## src/perv_event_pkg.sv

```systemverilog
// Trace and performance event definitions
`default_nettype none

package perv_event_pkg;

   // --------------------
   // trace bus
   // --------------------
   typedef logic [31:0] trace_data_t;
   typedef logic [3:0]  coretrace_t;

   localparam int TRACE_BYTES = 4;

   // --------------------
   // event bus
   // --------------------
   // bit 0 of the unit vector never carries an event
   typedef logic [63:0] unit_events_t;
   typedef logic [5:0]  event_idx_t;

   localparam int EVENT_LANES = 4;

   // source group sizes
   localparam int EX6_EVENTS  = 18;
   localparam int STQ4_EVENTS = 6;

   // event numbering
   //   6..23   ex6 group
   //   24..29  stq4 group
   //   30      per-thread ex7 event
   // everything else reads as zero
   localparam int EVT_EX6_BASE  = 6;
   localparam int EVT_STQ4_BASE = 24;
   localparam int EVT_EX7       = 30;

endpackage

`default_nettype wire

```

## src/perv_cfg_pkg.sv

```systemverilog
// Pervasive configuration definitions
`default_nettype none

package perv_cfg_pkg;

   // --------------------
   // apb bus
   // --------------------
   typedef logic [7:0]  apb_addr_t;
   typedef logic [31:0] apb_data_t;

   // register map
   localparam apb_addr_t ADDR_CTRL      = 8'h00;
   localparam apb_addr_t ADDR_DBG_SEL   = 8'h04;
   // one event select register per thread, 4 bytes apart
   localparam apb_addr_t ADDR_LESR_BASE = 8'h08;

   // --------------------
   // field layouts
   // --------------------
   localparam int CTRL_TRACE_EN_BIT   = 0;
   localparam int CTRL_EVENT_EN_BIT   = 1;
   localparam int CTRL_COUNT_MODE_LSB = 4;

   localparam int DBG_SEL1_LSB = 0;
   localparam int DBG_SEL2_LSB = 8;

   // stage select: low bits rotate, upper bits are byte-lane enables
   typedef logic [5:0] dbg_sel_t;
   localparam int SEL_ROT_LSB  = 0;
   localparam int SEL_ROT_W    = 2;
   localparam int SEL_LANE_LSB = 2;

   // count mode bits by machine state
   typedef logic [2:0] count_mode_t;
   localparam int CM_USER_BIT  = 2;
   localparam int CM_GUEST_BIT = 1;
   localparam int CM_HYP_BIT   = 0;

   // four 6-bit event indices, lane k at bits 6k+5:6k
   typedef logic [23:0] lesr_t;

endpackage

`default_nettype wire
```

## src/lq_perv_top.sv

```systemverilog
// Load/store pervasive debug and events
`timescale 1ns/1ps
`default_nettype none

module lq_perv_top #(
   parameter int THREADS = 2
) (
   input  wire logic                                          nclk,
   input  wire logic                                          arst_n,
   // apb slave
   input  wire logic                                          psel,
   input  wire logic                                          penable,
   input  wire logic                                          pwrite,
   input  wire perv_cfg_pkg::apb_addr_t                       paddr,
   input  wire perv_cfg_pkg::apb_data_t                       pwdata,
   output perv_cfg_pkg::apb_data_t                            prdata,
   output logic                                               pready,
   output logic                                               pslverr,
   // trace
   input  wire perv_event_pkg::trace_data_t                   debug_bus_in,
   input  wire perv_event_pkg::coretrace_t                    coretrace_ctrls_in,
   input  wire perv_event_pkg::trace_data_t                   lq_debug_bus0,
   output perv_event_pkg::trace_data_t                        debug_bus_out,
   output perv_event_pkg::coretrace_t                         coretrace_ctrls_out,
   // events
   input  wire logic [THREADS-1:0]                            xu_lq_spr_msr_pr,
   input  wire logic [THREADS-1:0]                            xu_lq_spr_msr_gs,
   input  wire logic [perv_event_pkg::EX6_EVENTS+THREADS-1:0]  ctl_perv_ex6_perf_events,
   input  wire logic [perv_event_pkg::STQ4_EVENTS+THREADS-1:0] ctl_perv_stq4_perf_events,
   input  wire logic [THREADS-1:0]                            lsq_perv_ex7_events,
   input  wire logic [THREADS*perv_event_pkg::EVENT_LANES-1:0] event_bus_in,
   output logic [THREADS*perv_event_pkg::EVENT_LANES-1:0]      event_bus_out
);

   localparam int LESR_W = $bits(perv_cfg_pkg::lesr_t);
   localparam int EV_W   = $bits(perv_event_pkg::unit_events_t);

   if (THREADS < 1 || THREADS > 4) begin : g_bad_threads
      $error("lq_perv_top: THREADS must be 1 to 4");
   end

   logic                        trace_en;
   logic                        event_en;
   perv_cfg_pkg::count_mode_t   count_mode;
   perv_cfg_pkg::dbg_sel_t      dbg_sel1;
   perv_cfg_pkg::dbg_sel_t      dbg_sel2;
   logic [THREADS*LESR_W-1:0]   lesr;
   perv_event_pkg::trace_data_t stage1_trace;
   perv_event_pkg::coretrace_t  stage1_coretrace;
   logic [THREADS*EV_W-1:0]     unit_events;

   // --------------------
   // configuration
   // --------------------
   perv_cfg_regs #(.THREADS(THREADS)) u_cfg_regs (
      .nclk       (nclk),
      .arst_n     (arst_n),
      .psel       (psel),
      .penable    (penable),
      .pwrite     (pwrite),
      .paddr      (paddr),
      .pwdata     (pwdata),
      .prdata     (prdata),
      .pready     (pready),
      .pslverr    (pslverr),
      .trace_en   (trace_en),
      .event_en   (event_en),
      .count_mode (count_mode),
      .dbg_sel1   (dbg_sel1),
      .dbg_sel2   (dbg_sel2),
      .lesr       (lesr)
   );

   // --------------------
   // trace chain
   // --------------------
   debug_trace_stage u_dbg_stage1 (
      .nclk          (nclk),
      .arst_n        (arst_n),
      .trace_en      (trace_en),
      .sel           (dbg_sel1),
      .debug_data    (lq_debug_bus0),
      .trace_in      (debug_bus_in),
      .coretrace_in  (coretrace_ctrls_in),
      .trace_out     (stage1_trace),
      .coretrace_out (stage1_coretrace)
   );

   debug_trace_stage u_dbg_stage2 (
      .nclk          (nclk),
      .arst_n        (arst_n),
      .trace_en      (trace_en),
      .sel           (dbg_sel2),
      .debug_data    (lq_debug_bus0),
      .trace_in      (stage1_trace),
      .coretrace_in  (stage1_coretrace),
      .trace_out     (debug_bus_out),
      .coretrace_out (coretrace_ctrls_out)
   );

   // --------------------
   // event path
   // --------------------
   perf_thread_events #(.THREADS(THREADS)) u_thread_events (
      .nclk        (nclk),
      .arst_n      (arst_n),
      .event_en    (event_en),
      .count_mode  (count_mode),
      .msr_pr      (xu_lq_spr_msr_pr),
      .msr_gs      (xu_lq_spr_msr_gs),
      .ex6_events  (ctl_perv_ex6_perf_events),
      .stq4_events (ctl_perv_stq4_perf_events),
      .ex7_events  (lsq_perv_ex7_events),
      .unit_events (unit_events)
   );

   perf_event_select #(.THREADS(THREADS)) u_event_select (
      .nclk          (nclk),
      .arst_n        (arst_n),
      .event_en      (event_en),
      .lesr          (lesr),
      .unit_events   (unit_events),
      .event_bus_in  (event_bus_in),
      .event_bus_out (event_bus_out)
   );

endmodule

`default_nettype wire

```

## src/perf_event_select.sv

```systemverilog
// Event bus lane select
`timescale 1ns/1ps
`default_nettype none

module perf_event_select #(
   parameter int THREADS = 2
) (
   input  wire logic                                                nclk,
   input  wire logic                                                arst_n,
   input  wire logic                                                event_en,
   input  wire logic [THREADS*$bits(perv_cfg_pkg::lesr_t)-1:0]       lesr,
   input  wire logic [THREADS*$bits(perv_event_pkg::unit_events_t)-1:0] unit_events,
   input  wire logic [THREADS*perv_event_pkg::EVENT_LANES-1:0]       event_bus_in,
   output logic [THREADS*perv_event_pkg::EVENT_LANES-1:0]            event_bus_out
);

   localparam int LANES  = perv_event_pkg::EVENT_LANES;
   localparam int LESR_W = $bits(perv_cfg_pkg::lesr_t);
   localparam int EV_W   = $bits(perv_event_pkg::unit_events_t);
   localparam int IDX_W  = $bits(perv_event_pkg::event_idx_t);

   logic [THREADS*LANES-1:0] event_bus_d;

   // --------------------
   // lane mux
   // --------------------
   always_comb begin
      perv_event_pkg::event_idx_t   idx;
      perv_event_pkg::unit_events_t vec;
      idx = '0;
      vec = '0;
      for (int t = 0; t < THREADS; t++) begin
         vec = unit_events[t*EV_W +: EV_W];
         for (int k = 0; k < LANES; k++) begin
            idx = lesr[t*LESR_W + k*IDX_W +: IDX_W];
            // incoming lane merges in, so index 0 is a pass-through
            event_bus_d[t*LANES + k] = vec[idx] | event_bus_in[t*LANES + k];
         end
      end
   end

   // output register holds while events are disabled
   always_ff @(posedge nclk or negedge arst_n) begin
      if (!arst_n) begin
         event_bus_out <= '0;
      end else if (event_en) begin
         event_bus_out <= event_bus_d;
      end
   end

endmodule

`default_nettype wire

```

## src/perf_thread_events.sv

```systemverilog
// Per-thread performance event vector
`timescale 1ns/1ps
`default_nettype none

module perf_thread_events #(
   parameter int THREADS = 2
) (
   input  wire logic                                          nclk,
   input  wire logic                                          arst_n,
   input  wire logic                                          event_en,
   input  wire perv_cfg_pkg::count_mode_t                     count_mode,
   input  wire logic [THREADS-1:0]                            msr_pr,
   input  wire logic [THREADS-1:0]                            msr_gs,
   input  wire logic [perv_event_pkg::EX6_EVENTS+THREADS-1:0]  ex6_events,
   input  wire logic [perv_event_pkg::STQ4_EVENTS+THREADS-1:0] stq4_events,
   input  wire logic [THREADS-1:0]                            ex7_events,
   output logic [THREADS*$bits(perv_event_pkg::unit_events_t)-1:0] unit_events
);

   localparam int EV_W   = $bits(perv_event_pkg::unit_events_t);
   localparam int EX6_N  = perv_event_pkg::EX6_EVENTS;
   localparam int STQ4_N = perv_event_pkg::STQ4_EVENTS;

   logic [THREADS-1:0] msr_pr_q;
   logic [THREADS-1:0] msr_gs_q;
   logic [THREADS-1:0] count_en_d;
   logic [THREADS-1:0] count_en_q;

   // --------------------
   // machine state sampling
   // --------------------
   always_ff @(posedge nclk or negedge arst_n) begin
      if (!arst_n) begin
         msr_pr_q <= '0;
         msr_gs_q <= '0;
      end else begin
         msr_pr_q <= msr_pr;
         msr_gs_q <= msr_gs;
      end
   end

   // user, guest supervisor, hypervisor
   assign count_en_d =
      ( msr_pr_q &            {THREADS{count_mode[perv_cfg_pkg::CM_USER_BIT]}})  |
      (~msr_pr_q &  msr_gs_q & {THREADS{count_mode[perv_cfg_pkg::CM_GUEST_BIT]}}) |
      (~msr_pr_q & ~msr_gs_q & {THREADS{count_mode[perv_cfg_pkg::CM_HYP_BIT]}});

   always_ff @(posedge nclk or negedge arst_n) begin
      if (!arst_n) begin
         count_en_q <= '0;
      end else if (event_en) begin
         count_en_q <= count_en_d;
      end
   end

   // --------------------
   // event vector per thread
   // --------------------
   for (genvar t = 0; t < THREADS; t++) begin : g_thread
      perv_event_pkg::unit_events_t vec;

      always_comb begin
         vec = '0;
         // shared group bits only count for the thread that owns them
         vec[perv_event_pkg::EVT_EX6_BASE +: EX6_N] =
            ex6_events[EX6_N-1:0] & {EX6_N{ex6_events[EX6_N+t]}};
         vec[perv_event_pkg::EVT_STQ4_BASE +: STQ4_N] =
            stq4_events[STQ4_N-1:0] & {STQ4_N{stq4_events[STQ4_N+t]}};
         vec[perv_event_pkg::EVT_EX7] = ex7_events[t];
      end

      assign unit_events[t*EV_W +: EV_W] = vec & {EV_W{count_en_q[t]}};
   end

endmodule

`default_nettype wire

```

## src/debug_trace_stage.sv

```systemverilog
// Debug trace mux stage
`timescale 1ns/1ps
`default_nettype none

module debug_trace_stage (
   input  wire logic                        nclk,
   input  wire logic                        arst_n,
   input  wire logic                        trace_en,
   input  wire perv_cfg_pkg::dbg_sel_t      sel,
   input  wire perv_event_pkg::trace_data_t debug_data,
   input  wire perv_event_pkg::trace_data_t trace_in,
   input  wire perv_event_pkg::coretrace_t  coretrace_in,
   output perv_event_pkg::trace_data_t      trace_out,
   output perv_event_pkg::coretrace_t       coretrace_out
);

   localparam int BYTES = perv_event_pkg::TRACE_BYTES;
   localparam int DW    = $bits(perv_event_pkg::trace_data_t);

   logic [perv_cfg_pkg::SEL_ROT_W-1:0] rot;
   logic [BYTES-1:0]                   lane_en;
   perv_event_pkg::trace_data_t        rotated;
   perv_event_pkg::trace_data_t        merged;

   assign rot     = sel[perv_cfg_pkg::SEL_ROT_LSB +: perv_cfg_pkg::SEL_ROT_W];
   assign lane_en = sel[perv_cfg_pkg::SEL_LANE_LSB +: BYTES];

   // --------------------
   // rotate and merge
   // --------------------
   // left rotate by whole bytes, rot of 0 leaves data in place
   assign rotated = (debug_data << (8 * rot)) | (debug_data >> (DW - 8 * rot));

   always_comb begin
      for (int i = 0; i < BYTES; i++) begin
         merged[8*i +: 8] = lane_en[i] ? rotated[8*i +: 8] : trace_in[8*i +: 8];
      end
   end

   // --------------------
   // stage register
   // --------------------
   always_ff @(posedge nclk or negedge arst_n) begin
      if (!arst_n) begin
         trace_out     <= '0;
         coretrace_out <= '0;
      end else if (trace_en) begin
         trace_out     <= merged;
         coretrace_out <= coretrace_in;
      end
   end

   // select comes from the config block and must be settled while tracing
   a_sel_known: assert property (@(posedge nclk) disable iff (!arst_n)
      trace_en |-> !$isunknown(sel));

endmodule

`default_nettype wire

```

## src/perv_cfg_regs.sv

```systemverilog
// APB configuration registers
`timescale 1ns/1ps
`default_nettype none

module perv_cfg_regs #(
   parameter int THREADS = 2
) (
   input  wire logic                                   nclk,
   input  wire logic                                   arst_n,
   input  wire logic                                   psel,
   input  wire logic                                   penable,
   input  wire logic                                   pwrite,
   input  wire perv_cfg_pkg::apb_addr_t                paddr,
   input  wire perv_cfg_pkg::apb_data_t                pwdata,
   output perv_cfg_pkg::apb_data_t                     prdata,
   output logic                                        pready,
   output logic                                        pslverr,
   output logic                                        trace_en,
   output logic                                        event_en,
   output perv_cfg_pkg::count_mode_t                   count_mode,
   output perv_cfg_pkg::dbg_sel_t                      dbg_sel1,
   output perv_cfg_pkg::dbg_sel_t                      dbg_sel2,
   output logic [THREADS*$bits(perv_cfg_pkg::lesr_t)-1:0] lesr
);

   localparam int LESR_W = $bits(perv_cfg_pkg::lesr_t);
   localparam int CM_W   = $bits(perv_cfg_pkg::count_mode_t);
   localparam int SEL_W  = $bits(perv_cfg_pkg::dbg_sel_t);

   logic                    access;
   logic                    ctrl_hit;
   logic                    dsel_hit;
   logic [THREADS-1:0]      lesr_hit;
   logic                    addr_hit;
   perv_cfg_pkg::apb_data_t rdata;

   // --------------------
   // address decode
   // --------------------
   always_comb begin
      ctrl_hit = (paddr == perv_cfg_pkg::ADDR_CTRL);
      dsel_hit = (paddr == perv_cfg_pkg::ADDR_DBG_SEL);
      for (int t = 0; t < THREADS; t++) begin
         lesr_hit[t] = (paddr == perv_cfg_pkg::ADDR_LESR_BASE + 8'(4 * t));
      end
   end

   assign access   = psel & penable;
   assign addr_hit = ctrl_hit | dsel_hit | (|lesr_hit);

   // no wait states
   assign pready  = 1'b1;
   assign pslverr = access & ~addr_hit;

   // --------------------
   // register writes
   // --------------------
   always_ff @(posedge nclk or negedge arst_n) begin
      if (!arst_n) begin
         trace_en   <= 1'b0;
         event_en   <= 1'b0;
         count_mode <= '0;
         dbg_sel1   <= '0;
         dbg_sel2   <= '0;
         lesr       <= '0;
      end else if (access && pwrite) begin
         if (ctrl_hit) begin
            trace_en   <= pwdata[perv_cfg_pkg::CTRL_TRACE_EN_BIT];
            event_en   <= pwdata[perv_cfg_pkg::CTRL_EVENT_EN_BIT];
            count_mode <= pwdata[perv_cfg_pkg::CTRL_COUNT_MODE_LSB +: CM_W];
         end
         if (dsel_hit) begin
            dbg_sel1 <= pwdata[perv_cfg_pkg::DBG_SEL1_LSB +: SEL_W];
            dbg_sel2 <= pwdata[perv_cfg_pkg::DBG_SEL2_LSB +: SEL_W];
         end
         for (int t = 0; t < THREADS; t++) begin
            if (lesr_hit[t]) begin
               lesr[t*LESR_W +: LESR_W] <= pwdata[LESR_W-1:0];
            end
         end
      end
   end

   // readback, zero for unmapped addresses
   always_comb begin
      rdata = '0;
      if (ctrl_hit) begin
         rdata[perv_cfg_pkg::CTRL_TRACE_EN_BIT]            = trace_en;
         rdata[perv_cfg_pkg::CTRL_EVENT_EN_BIT]            = event_en;
         rdata[perv_cfg_pkg::CTRL_COUNT_MODE_LSB +: CM_W]  = count_mode;
      end
      if (dsel_hit) begin
         rdata[perv_cfg_pkg::DBG_SEL1_LSB +: SEL_W] = dbg_sel1;
         rdata[perv_cfg_pkg::DBG_SEL2_LSB +: SEL_W] = dbg_sel2;
      end
      for (int t = 0; t < THREADS; t++) begin
         if (lesr_hit[t]) begin
            rdata[LESR_W-1:0] = lesr[t*LESR_W +: LESR_W];
         end
      end
   end

   assign prdata = access ? rdata : '0;

   // an error response only ever ends a proper setup/access sequence
   a_slverr_in_access: assert property (@(posedge nclk) disable iff (!arst_n)
      pslverr |-> (psel && penable && $past(psel && !penable)));

endmodule

`default_nettype wire

```

## config.mk

```make
export PLATFORM = sky130hd
export DESIGN_NAME = lq_perv_top
export DESIGN_NICKNAME = d
export VERILOG_FILES = /design/src/perv_event_pkg.sv /design/src/perv_cfg_pkg.sv /design/src/lq_perv_top.sv /design/src/perf_event_select.sv /design/src/perf_thread_events.sv /design/src/debug_trace_stage.sv /design/src/perv_cfg_regs.sv
export SDC_FILE = /design/constraint.sdc
export NUM_CORES = 1
export LEC_CHECK = 0
export BUFFER_PORTS_ARGS = -buffer_cell sky130_fd_sc_hd__buf_2
export CAP_MARGIN = 20
export CORE_MARGIN = 2
export CORE_UTILIZATION = 41
export CTS_CLUSTER_DIAMETER = 200
export DETAILED_ROUTE_END_ITERATION = 6
export SLEW_MARGIN = 15
export SYNTH_ARGS = -nofsm -noshare
export SYNTH_HDL_FRONTEND = slang
export SYNTH_HIERARCHICAL = 1
export SYNTH_SLANG_ARGS = --single-unit
```

## constraint.sdc

```tcl
create_clock -name nclk -period 2.38 [get_ports nclk]
set_clock_uncertainty 0.1 [all_clocks]
set_input_delay 0.119 -clock nclk [delete_from_list [all_inputs] [get_ports nclk]]
set_output_delay 0.119 -clock nclk [all_outputs]
set_load 0.01 [all_outputs]
```

==> results.ini, run 1 <==
[worst_setup_path]
cp.arrival_ns = 2.07
regToRegSetupSlack_ns = 0.13
max_stage_delay_ns = 0.44
worstPathCellList = buf_4, buf_4, mux2_2, a22oi_1, nor2_1, buf_2
crit_buf_inv = 3
endpoint = prdata[2]
crit_path_start = u_cfg_regs/lesr[26]$_DFFE_PN0P_
critPathCaptureType = output port
r2r_end = u_event_select/event_bus_out[2]$_DFFE_PN0P_
cp_max_fo = 11
crit_type = register to output port
path_depth = 6
critPathSlowestCell = dfrtp_1
crit_path_frequent_cell = buf_4
crit_family = buffers and inverters
startpoint_type = register
reg2reg_depth = 6
crit_required_ns = 2.16
r2r_start = u_thread_events/count_en_q[0]$_DFFE_PN0P_

[logic_synthesis]
ys_warn_count = 6
synth_cells = 1342
synth_compound_area_share_pct = 12.7
seq_area_frac_synth_pct = 26.1
synth_seq_cells = 151
synth_most_common_cell = nor2_1
synth_edf_count = 0
synthMuxAreaShare_pct = 37.8
yosys-top-cells-count = nor2_1, dfrtp_1, mux2i_1
netlist_top_cells_area = dfrtp_1, mux4_2, mux2i_1, mux2_2, mux4_1
synth-main-ff-cell = dfrtp_1
postSynthAreaPerCell_um2 = 10.8
synth_cell_types = 53
synth_xor_area_share_pct = 0
synth-async-reset-ratio_pct = 100
synth_top_area_share_pct = 26.1
yosysTopAreaCell = dfrtp_1
synth_top_family_by_area = multiplexers
yosys.area_share.adder_pct = 0.346
synthesis.area_um2 = 14500
synthSimpleGateAreaFrac_pct = 13.5

[cells_and_area]
regArea_um2 = 3780
multiInputGateArea_um2 = 9640
post_route_cells_drive_above_1_share_pct = 34.5
area_delta_synth_final_pct = 19.1
fillers = 3159
utilization_pct = 49.8
final_cells = 2103
nets = 1793

[grt]
grt_pass1_vias = 12600
track_usage_pct = 27.4
grt_max_degree = 55
grt-ovfl-total = 0
antenna_found_initial = 0
grt_pass1_wl_um = 75600

[flow_run]
cap_viol_max_count = 0

[clocking]
numCtsBuffers = 17
h-tree-depth = 4
cts_buffer_depth = 2
cts-root-buf = clkbuf_16
post_cts_buffers = 0
clk_latency_ns = 0.44
cts_tree = built
path_clk_slew_ns = 0.07
cts_num_sinks = 151

[routing]
wire_per_inst_um = 24.1
detail-route-antenna-nets = 0
first_pass_iters = 6
drt_iter0_drc = 1240
drc = 0
vias = 12900
drt_wl_total_um = 50800
viasPerCell = 6.13

[power]
p_seq_share_pct = 41.0
power.density_nw_per_um2 = 408
pwr-share-comb_pct = 19.9
cellLeakagePower_uw = 0.00712
clockPowerShare_pct = 39.2
internal_power_uw = 4870
switching_share_pct = 30.7
finalPower_uw = 7030
ir_worst_vdd_mv = 0.505
power_switching_uw = 2160

[sta]
min_period_ns = 2.29
finalHoldViolCount = 0
maxSlewHeadroom_pct = 51.1
slew_violations = 0
post-route-period-util_pct = 96.1
setup_viol = 0
rsz0062_at_grt = no
tns_ns = 0
worst-slew-pin-transition_ns = 0.733
fmax_mhz = 437

[hold_path]
hold_path_class = input pin to register

[placement]
gp_congestion = 0.960
place_inst = 1980
port_buffers = 215
dpl.hpwl_um = 38000

[floorplan]
die_w_um = 192
initial_core_util_pct = 41.8
io_pins = 233
core_um2 = 34600
dieArea_um2 = 36800
placementRows = 68
fp.dieH_um = 192

[status]
outcome = completed

[sequential cells by signal (all words and copies together), names as in the netlist]
register and flops:
u_thread_events/msr_pr_q 2, u_cfg_regs/trace_en 1, u_cfg_regs/lesr 48, u_dbg_stage1/coretrace_out 4
u_thread_events/count_en_q 2, u_dbg_stage2/coretrace_out 4, u_event_select/event_bus_out 8, u_cfg_regs/dbg_sel2 6
u_thread_events/msr_gs_q 2, u_cfg_regs/count_mode 3, u_dbg_stage1/trace_out 32, u_dbg_stage2/trace_out 32
u_cfg_regs/event_en 1, u_cfg_regs/dbg_sel1 6
[power by group through the flow]
stage | Sequential (uW) | Combinational [uW] | Clock, uW
CTS | 2880 | 1330 | 2790
detailed placement | 2930 | 1210 | 0
floorplan | 2920 | 794 | 0
finish | 2880 | 1400 | 2750
global route | 2900 | 1500 | 2900
global placement | 2920 | 1200 | 0
[cell families (layout without fill, tap and decap cells)]
group | Yosys count | count (layout)
other cells | 3 | 88
fa+ha+maj | 4 | 4
simple gates | 377 | 377
flops | 151 | 151
compound gates | 236 | 236
buf+inv | 216 | 437
mux | 355 | 355
[through the flow]
step	instance area, um^2	hold slack [ns]	setup slack [ns]
after global placement	15800	0.0135	-0.0539
after detailed placement	15800	0.0118	-0.0521
after floorplan	14800	-0.277	0.193
final	17200	0.0526	0.0918
after CTS	17200	0.00553	0.0338
after global routing	17200	0.0156	0.0276
[placed cells by master (no fill, tap or decap), types with 21 or more instances in the layout]
cell           Yosys  routed
conb_1             3      87
dlygate4sd3_1      0      90
nand3b_1          24      24
and3_1            45      45
mux2_2           103     103
nor2_1           178     178
mux2i_1          120     120
buf_2             37     214
nand2_1           21      21
mux4_2            96      96
nand3_1           21      21
a211oi_1          42      42
mux4_1            36      36
o21ai_0           46      46
buf_4             96      79
dfrtp_1          151     148
o221ai_1          24      24
[timing repair]
item / CTS / global route
endpoints found under the setup margin: 3 / 8
cloned: 0 / 0
gates resized for setup: 3 / 3
hold buffers: 90 / 0
endpoints found under the hold margin: 228 / 0
[per-layer routing]
metal  vias up  global-route usage (%)  part of all wire, %
met4         0                    9.97                  3.3
met3        95                    4.35                  8.3
met2       692                    44.9                   48
met1      6433                    36.7                   41
met5         -                       0                    0
li1       5664                       -                    -
[area by class of cell]
type / instances / area share, %
Tap cell: 455 / 3.30
Clock inverter: 14 / 0.820
Sequential cell: 151 / 22.0
Timing Repair Buffer: 385 / 15.1
Multi-Input combinational cell: 1059 / 55.9
Antenna cell: 1 / 0.0145
Clock buffer: 18 / 2.49
Inverter: 20 / 0.435
[worst register-to-register path, stage by stage, from the launching register on]
cell and delay, ns:
dfrtp_1 0.47, and3_1 0.24, mux4_1 0.53, mux2i_1 0.27
nor4b_1 0.09, nor4bb_1 0.30, a31oi_1 0.12
[how the worst min path moves through the flow]
stage,startpoint,endpoint,slack (ns),depth (start not counted)
CTS,lq_debug_bus0[6],u_dbg_stage2/trace_out[6]$_DFFE_PN0P_,0.006,3
global route,lq_debug_bus0[6],u_dbg_stage2/trace_out[6]$_DFFE_PN0P_,0.02,3
detailed placement,arst_n,u_dbg_stage2/trace_out[30]$_DFFE_PN0P_,0.01,1
finish,lq_debug_bus0[6],u_dbg_stage2/trace_out[6]$_DFFE_PN0P_,0.05,3
floorplan,arst_n,u_cfg_regs/count_mode[0]$_DFFE_PN0P_,-0.28,0
global placement,arst_n,u_dbg_stage2/trace_out[29]$_DFFE_PN0P_,0.01,1
No activity file was read; power rests on OpenSTA's default activity.
==> inputs of run 2 (changes only) <==
--- a/config.mk
+++ b/config.mk
@@ -5,12 +5,14 @@
 export SDC_FILE = /design/constraint.sdc
 export NUM_CORES = 1
 export LEC_CHECK = 0
+export ABC_CLOCK_PERIOD_IN_PS = 2380
 export BUFFER_PORTS_ARGS = -buffer_cell sky130_fd_sc_hd__buf_2
 export CAP_MARGIN = 20
 export CORE_MARGIN = 2
 export CORE_UTILIZATION = 41
 export CTS_CLUSTER_DIAMETER = 200
 export DETAILED_ROUTE_END_ITERATION = 6
+export MAX_ROUTING_LAYER = met4
 export SLEW_MARGIN = 15
 export SYNTH_ARGS = -nofsm -noshare
 export SYNTH_HDL_FRONTEND = slang
==> results.ini, run 2 (synthesis gave the netlist of run 1 again) <==
[floorplan]
core_um2 = 34600  ; unchanged
dieArea_um2 = 36800  ; unchanged
placementRows = 68  ; unchanged
fp.dieH_um = 192  ; unchanged
die_w_um = 192  ; unchanged
initial_core_util_pct = 41.8  ; unchanged
io_pins = 233  ; unchanged

[sta]
min_period_ns = 2.30  ; +0.0131 ns
holdWs_ns = 0.0303  ; -0.0223 ns
rsz0062_at_grt = no
post-route-period-util_pct = 96.7  ; +0.55 points
worst-slew-pin-transition_ns = 0.735  ; +0.00168 ns
setup_viol = 0  ; unchanged
slew_violations = 0  ; unchanged
finalHoldViolCount = 0  ; unchanged
maxSlewHeadroom_pct = 51.0  ; -0.11 points
fmax_mhz = 435  ; -0.57%

[worst_setup_path]
crit_type = register to output port
crit_family = buffers and inverters
startpoint_type = register
critPathSlowestCell = dfrtp_2
cp.arrival_ns = 2.08  ; about the same
crit_required_ns = 2.16  ; about the same
crit_buf_inv = 3  ; unchanged
cp_max_fo = 24  ; +13
max_stage_delay_ns = 0.42  ; -0.02 ns
critPathCaptureType = output port
worstPathCellList = buf_4, buf_6, mux2_2, a22oi_1, nor2_1, buf_2

[routing]
viasPerCell = 6.16  ; +0.54%
wire_per_inst_um = 24.3  ; +0.75%
drc = 0  ; unchanged
vias = 12900  ; +0.30%
drt_iter0_drc = 1568  ; +26%
detail-route-antenna-nets = 0  ; unchanged
drt_wl_total_um = 51000  ; +0.51%
first_pass_iters = 6  ; unchanged

[clocking]
cts_tree = built
cts_num_sinks = 151  ; unchanged
path_clk_slew_ns = 0.08  ; about the same
numCtsBuffers = 17  ; unchanged
cts-root-buf = clkbuf_16
clk_latency_ns = 0.45  ; about the same
cts_buffer_depth = 2  ; unchanged
h-tree-depth = 4  ; unchanged

[grt]
grt_max_degree = 74  ; +35%
grt_pass1_vias = 12500  ; -0.52%
antenna_found_initial = 0  ; unchanged
track_usage_pct = 28.3  ; +0.87 points
grt-ovfl-total = 0  ; unchanged
grt_pass1_wl_um = 75600  ; about the same

[power]
power.density_nw_per_um2 = 415  ; +1.7%
cellLeakagePower_uw = 0.00711  ; about the same
ir_worst_vdd_mv = 0.557  ; +10%
finalPower_uw = 7170  ; +2.0%

[hold_path]
hold_path_class = input pin to register

[cells_and_area]
final_cell_mix = buf_2, nor2_1, dfrtp_1
final_cells = 2098  ; -0.24%
post_route_cells_drive_above_1_share_pct = 34.4  ; -0.078 points
finalInstanceArea_um2 = 17300  ; +0.34%
regMostFlops = u_cfg_regs/lesr
largest_reg_flops = 48  ; unchanged
final_common_cell = buf_2
area_delta_synth_final_pct = 19.5
nets = 1788  ; -0.28%
reg_top3 = u_cfg_regs/lesr (48), u_dbg_stage1/trace_out (32), u_dbg_stage2/trace_out (32)

[placement]
gp_congestion = 0.967  ; +0.71%
port_buffers = 215  ; unchanged
place_inst = 1974  ; -0.30%
dpl.hpwl_um = 38100  ; +0.30%
placed_cell_area_um2 = 15800  ; about the same

[status]
outcome = completed

[flow_run]
cap_viol_max_count = 0  ; unchanged

## run 2: layout make-up
type / count / area (um^2)
Sequential cell: 151 / 3790
Fill cell: 3167 / 17300
Tap cell: 455 / 569
Clock buffer: 18 / 439
Timing Repair Buffer: 380 / 2600
Inverter: 20 / 75.1
Clock inverter: 14 / 173
Multi-Input combinational cell: 1059 / 9650
Antenna cell: 1 / 2.50
## run 2: metrics by stage
stage / TNS, ns / utilization (%) / worst slack, ns
floorplan: 0 / - / 0.193
global placement: -0.243 / 45.5 / -0.124
detailed placement: -0.325 / 45.5 / -0.161
CTS: 0 / 49.9 / 0.0342
global route: 0 / 50.0 / 0.0254
finish: 0 / 50.0 / 0.0787
## run 2: final timing paths
check	from	to	slack, ns	depth (start not counted)
hold / removal	lq_debug_bus0[6]	u_dbg_stage2/trace_out[6]$_DFFE_PN0P_	0.03	3
min in group asynchronous	arst_n	u_dbg_stage1/trace_out[26]$_DFFE_PN0P_	0.16	3
setup / recovery	u_cfg_regs/dbg_sel2[0]$_DFFE_PN0P_	prdata[8]	0.08	6
setup reg to reg	u_thread_events/count_en_q[1]$_DFFE_PN0P_	u_event_select/event_bus_out[5]$_DFFE_PN0P_	0.13	6
hold reg to reg	u_dbg_stage1/coretrace_out[2]$_DFFE_PN0P_	u_dbg_stage1/coretrace_out[2]$_DFFE_PN0P_	0.41	1
max in group asynchronous	arst_n	u_dbg_stage2/trace_out[30]$_DFFE_PN0P_	1.48	3
## run 2: power by group
part / switching [uW] / leakage [uW] / internal (uW)
clock network: 1360 / 0.000297 / 1530
registers: 139 / 0.00184 / 2740
logic: 745 / 0.00498 / 658
total: 2240 / 0.00711 / 4930
## run 2: metal layers
metal / part of all wire [%] / global-route usage (%) / up-vias
met1: 41 / 36.7 / 6449
met3: 7.7 / 3.65 / 110
li1: - / - / 5646
met5: 0 / - / -
met2: 47 / 44.9 / 718
met4: 3.9 / 11.4 / 0
## run 2: tightest hold or removal path, stage by stage
cell and delay (ns):
buf_2 0.18, o21ai_0 0.12, o221ai_1 0.11
## run 2: timing repair
action                                 in CTS  in global routing
gates cloned                                0                  0
resized for setup                           6                  5
endpoints found under the hold margin     278                  0
setup endpoints to repair                   5                  7
buffers inserted                            0                  0
hold buffers                               91                  0
==> inputs of run 3 (changes only) <==
--- a/config.mk
+++ b/config.mk
@@ -9,10 +9,11 @@
 export BUFFER_PORTS_ARGS = -buffer_cell sky130_fd_sc_hd__buf_2
 export CAP_MARGIN = 20
 export CORE_MARGIN = 2
-export CORE_UTILIZATION = 41
+export CORE_UTILIZATION = 57
 export CTS_CLUSTER_DIAMETER = 200
 export DETAILED_ROUTE_END_ITERATION = 6
 export MAX_ROUTING_LAYER = met4
+export PLACE_DENSITY = 0.8
 export SLEW_MARGIN = 15
 export SYNTH_ARGS = -nofsm -noshare
 export SYNTH_HDL_FRONTEND = slang
==> results.ini, run 3 (synthesis gave the netlist of run 1 again) <==
[sta]
maxSlewHeadroom_pct = 48.5  ; -2.6 points
min_period_ns = 2.29  ; -0.0138 ns
holdWs_ns = 0.0316  ; +0.00127 ns
rsz0062_at_grt = no
slew_violations = 0  ; unchanged
fmax_mhz = 437  ; +0.60%
worst-slew-pin-transition_ns = 0.753  ; +0.0189 ns
setup_viol = 0  ; unchanged
post-route-period-util_pct = 96.1  ; -0.58 points
finalHoldViolCount = 0  ; unchanged
setup_ws_ns = 0.0925  ; +0.0138 ns
tns_ns = 0  ; unchanged

[clocking]
clk_latency_ns = 0.43  ; -0.02 ns
cts_num_sinks = 151  ; unchanged
cts_tree = built
post_cts_buffers = 0  ; unchanged
path_clk_slew_ns = 0.07  ; about the same
h-tree-depth = 4  ; unchanged
cts-root-buf = clkbuf_16
numCtsBuffers = 17  ; unchanged
cts_buffer_depth = 2  ; unchanged

[worst_setup_path]
crit_type = register to register
crit_required_ns = 2.58  ; +0.42 ns
startpoint_type = register
cp_max_fo = 14  ; -42%
critPathCaptureType = register
crit_path_start = u_thread_events/count_en_q[1]$_DFFE_PN0P_
r2r_start = u_thread_events/count_en_q[1]$_DFFE_PN0P_
cp.arrival_ns = 2.49  ; +0.41 ns

[routing]
top_layer_used = met4
met1_length_um = 18600  ; -12%
wl_met3_um = 5520  ; +40%
drt_wl_total_um = 49100  ; -3.8%
vias = 13300  ; +2.9%
drt_iter0_drc = 1898  ; +21%
first_pass_iters = 6  ; unchanged
met2_length_um = 22900  ; -4.8%
drc = 0  ; unchanged
detail-route-antenna-nets = 0  ; unchanged
viasPerCell = 6.79  ; +10%
wire_per_inst_um = 25.1  ; +3.2%

[cells_and_area]
area_delta_synth_final_pct = 17.4
multiInputGateArea_um2 = 9640  ; -0.14%
final_cells = 1957  ; -6.7%
final_common_cell = buf_2
reg_top3 = u_cfg_regs/lesr (48), u_dbg_stage1/trace_out (32), u_dbg_stage2/trace_out (32)
final_cell_mix = buf_2, nor2_1, dfrtp_1
post_route_cells_drive_above_1_share_pct = 34.1  ; -0.28 points
nets = 1772  ; -0.89%
fillers = 1883  ; -41%
largest_reg_flops = 48  ; unchanged
regMostFlops = u_cfg_regs/lesr
regArea_um2 = 3790  ; unchanged

[power]
p_seq_share_pct = 40.0  ; about the same
power.density_nw_per_um2 = 425  ; +2.4%
clockPowerShare_pct = 40.6  ; +0.3 points
switching_share_pct = 29.8  ; -1.5 points
internal_power_uw = 5070  ; +2.8%
finalPower_uw = 7210  ; +0.59%
cellLeakagePower_uw = 0.00705  ; -0.89%
ir_worst_vdd_mv = 0.392  ; -30%
pwr-share-comb_pct = 19.4  ; -0.2 points
power_switching_uw = 2150  ; -4.2%

[grt]
antenna_found_initial = 1  ; +1
grt_pass1_vias = 12700  ; +1.3%
grt_pass1_wl_um = 73700  ; -2.6%
grt_max_degree = 73  ; -1.4%
track_usage_pct = 37.6  ; +9.3 points
grt-ovfl-total = 0  ; unchanged

[floorplan]
dieArea_um2 = 26700  ; -28%
initial_core_util_pct = 57.8  ; +16 points
fp.dieH_um = 163  ; -15%
core_um2 = 25000  ; -28%
io_pins = 233  ; unchanged
die_w_um = 163  ; -15%
placementRows = 58  ; -15%

[placement]
pre_cts_ws_ns = 0.00547  ; +0.167 ns
port_buffers = 215  ; unchanged
place_inst = 1841  ; -6.7%
dpl.hpwl_um = 35300  ; -7.4%
gp_congestion = 1.01  ; +4.7%

[hold_path]
hold_path_class = input pin to register
hold_path_startpoint = lq_debug_bus0[7]

[flow_run]
cap_viol_max_count = 0  ; unchanged

[status]
outcome = completed

[run 3: cell types whose count changed in the layout (fill, tap and decap cells not counted), sizes merged]
cell / change
clkbuf: +3
dlygate4sd3: -8
clkinv: +1
bufinv: +1
buf: -8
inv: -5
[run 3: cell type report]
cell class / instances / share of cell area, %
multi-input combinational: 1059 / 56.7
sequential: 151 / 22.3
timing repair buffer: 364 / 14.5
clock buffer: 21 / 2.83
tap: 330 / 2.43
clock inverter: 11 / 0.810
inverter: 20 / 0.442
antenna: 1 / 0.0147
[run 3: critical path, stage by stage (launching register included)]
cell and delay (ns):
dfrtp_1 0.52, and3_1 0.27, mux4_1 0.54, mux2i_1 0.22
nor4b_1 0.09, nor4bb_1 0.29, a31oi_1 0.12
[run 3: stage by stage]
step | utilization, % | instance area (um^2)
final | 67.9 | 17000
after global routing | 67.9 | 17000
after CTS | 67.8 | 17000
after detailed placement | 62.0 | 15500
after global placement | 62.0 | 15500
after floorplan | - | 14800
[run 3: layer usage]
layer | vias up | global-route usage (%)
li1 | 5624 | -
met1 | 6527 | 48.7
met2 | 978 | 57.9
met3 | 168 | 7.16
met4 | 0 | 16.7
met5 | - | -
[run 3: worst paths after layout]
path	slack, ns	depth (start not counted)	to
setup / recovery	0.09	6	u_event_select/event_bus_out[5]$_DFFE_PN0P_
hold / removal	0.03	3	u_dbg_stage1/trace_out[7]$_DFFE_PN0P_
setup reg to reg	0.09	6	u_event_select/event_bus_out[5]$_DFFE_PN0P_
hold reg to reg	0.41	1	u_dbg_stage2/coretrace_out[1]$_DFFE_PN0P_
max in group asynchronous	1.32	3	u_thread_events/count_en_q[0]$_DFFE_PN0P_
min in group asynchronous	0.12	2	u_dbg_stage1/trace_out[25]$_DFFE_PN0P_
[run 3: timing repair]
action / CTS / global route
gates cloned: 0 / 0
hold buffers: 83 / 0
hold endpoints to repair: 178 / 0
pin swaps: 0 / 1
gates resized for setup: 1 / 3
endpoints found under the setup margin: 1 / 4
[run 3: power groups by stage]
| stage | Clock, uW | Sequential [uW] | Combinational (uW) |
|---|---|---|---|
| final | 2930 | 2890 | 1400 |
| after CTS | 2940 | 2880 | 1310 |
| after detailed placement | 0 | 2930 | 1200 |
| after floorplan | 0 | 2920 | 794 |
| after global routing | 3040 | 2910 | 1500 |
| after global placement | 0 | 2920 | 1180 |
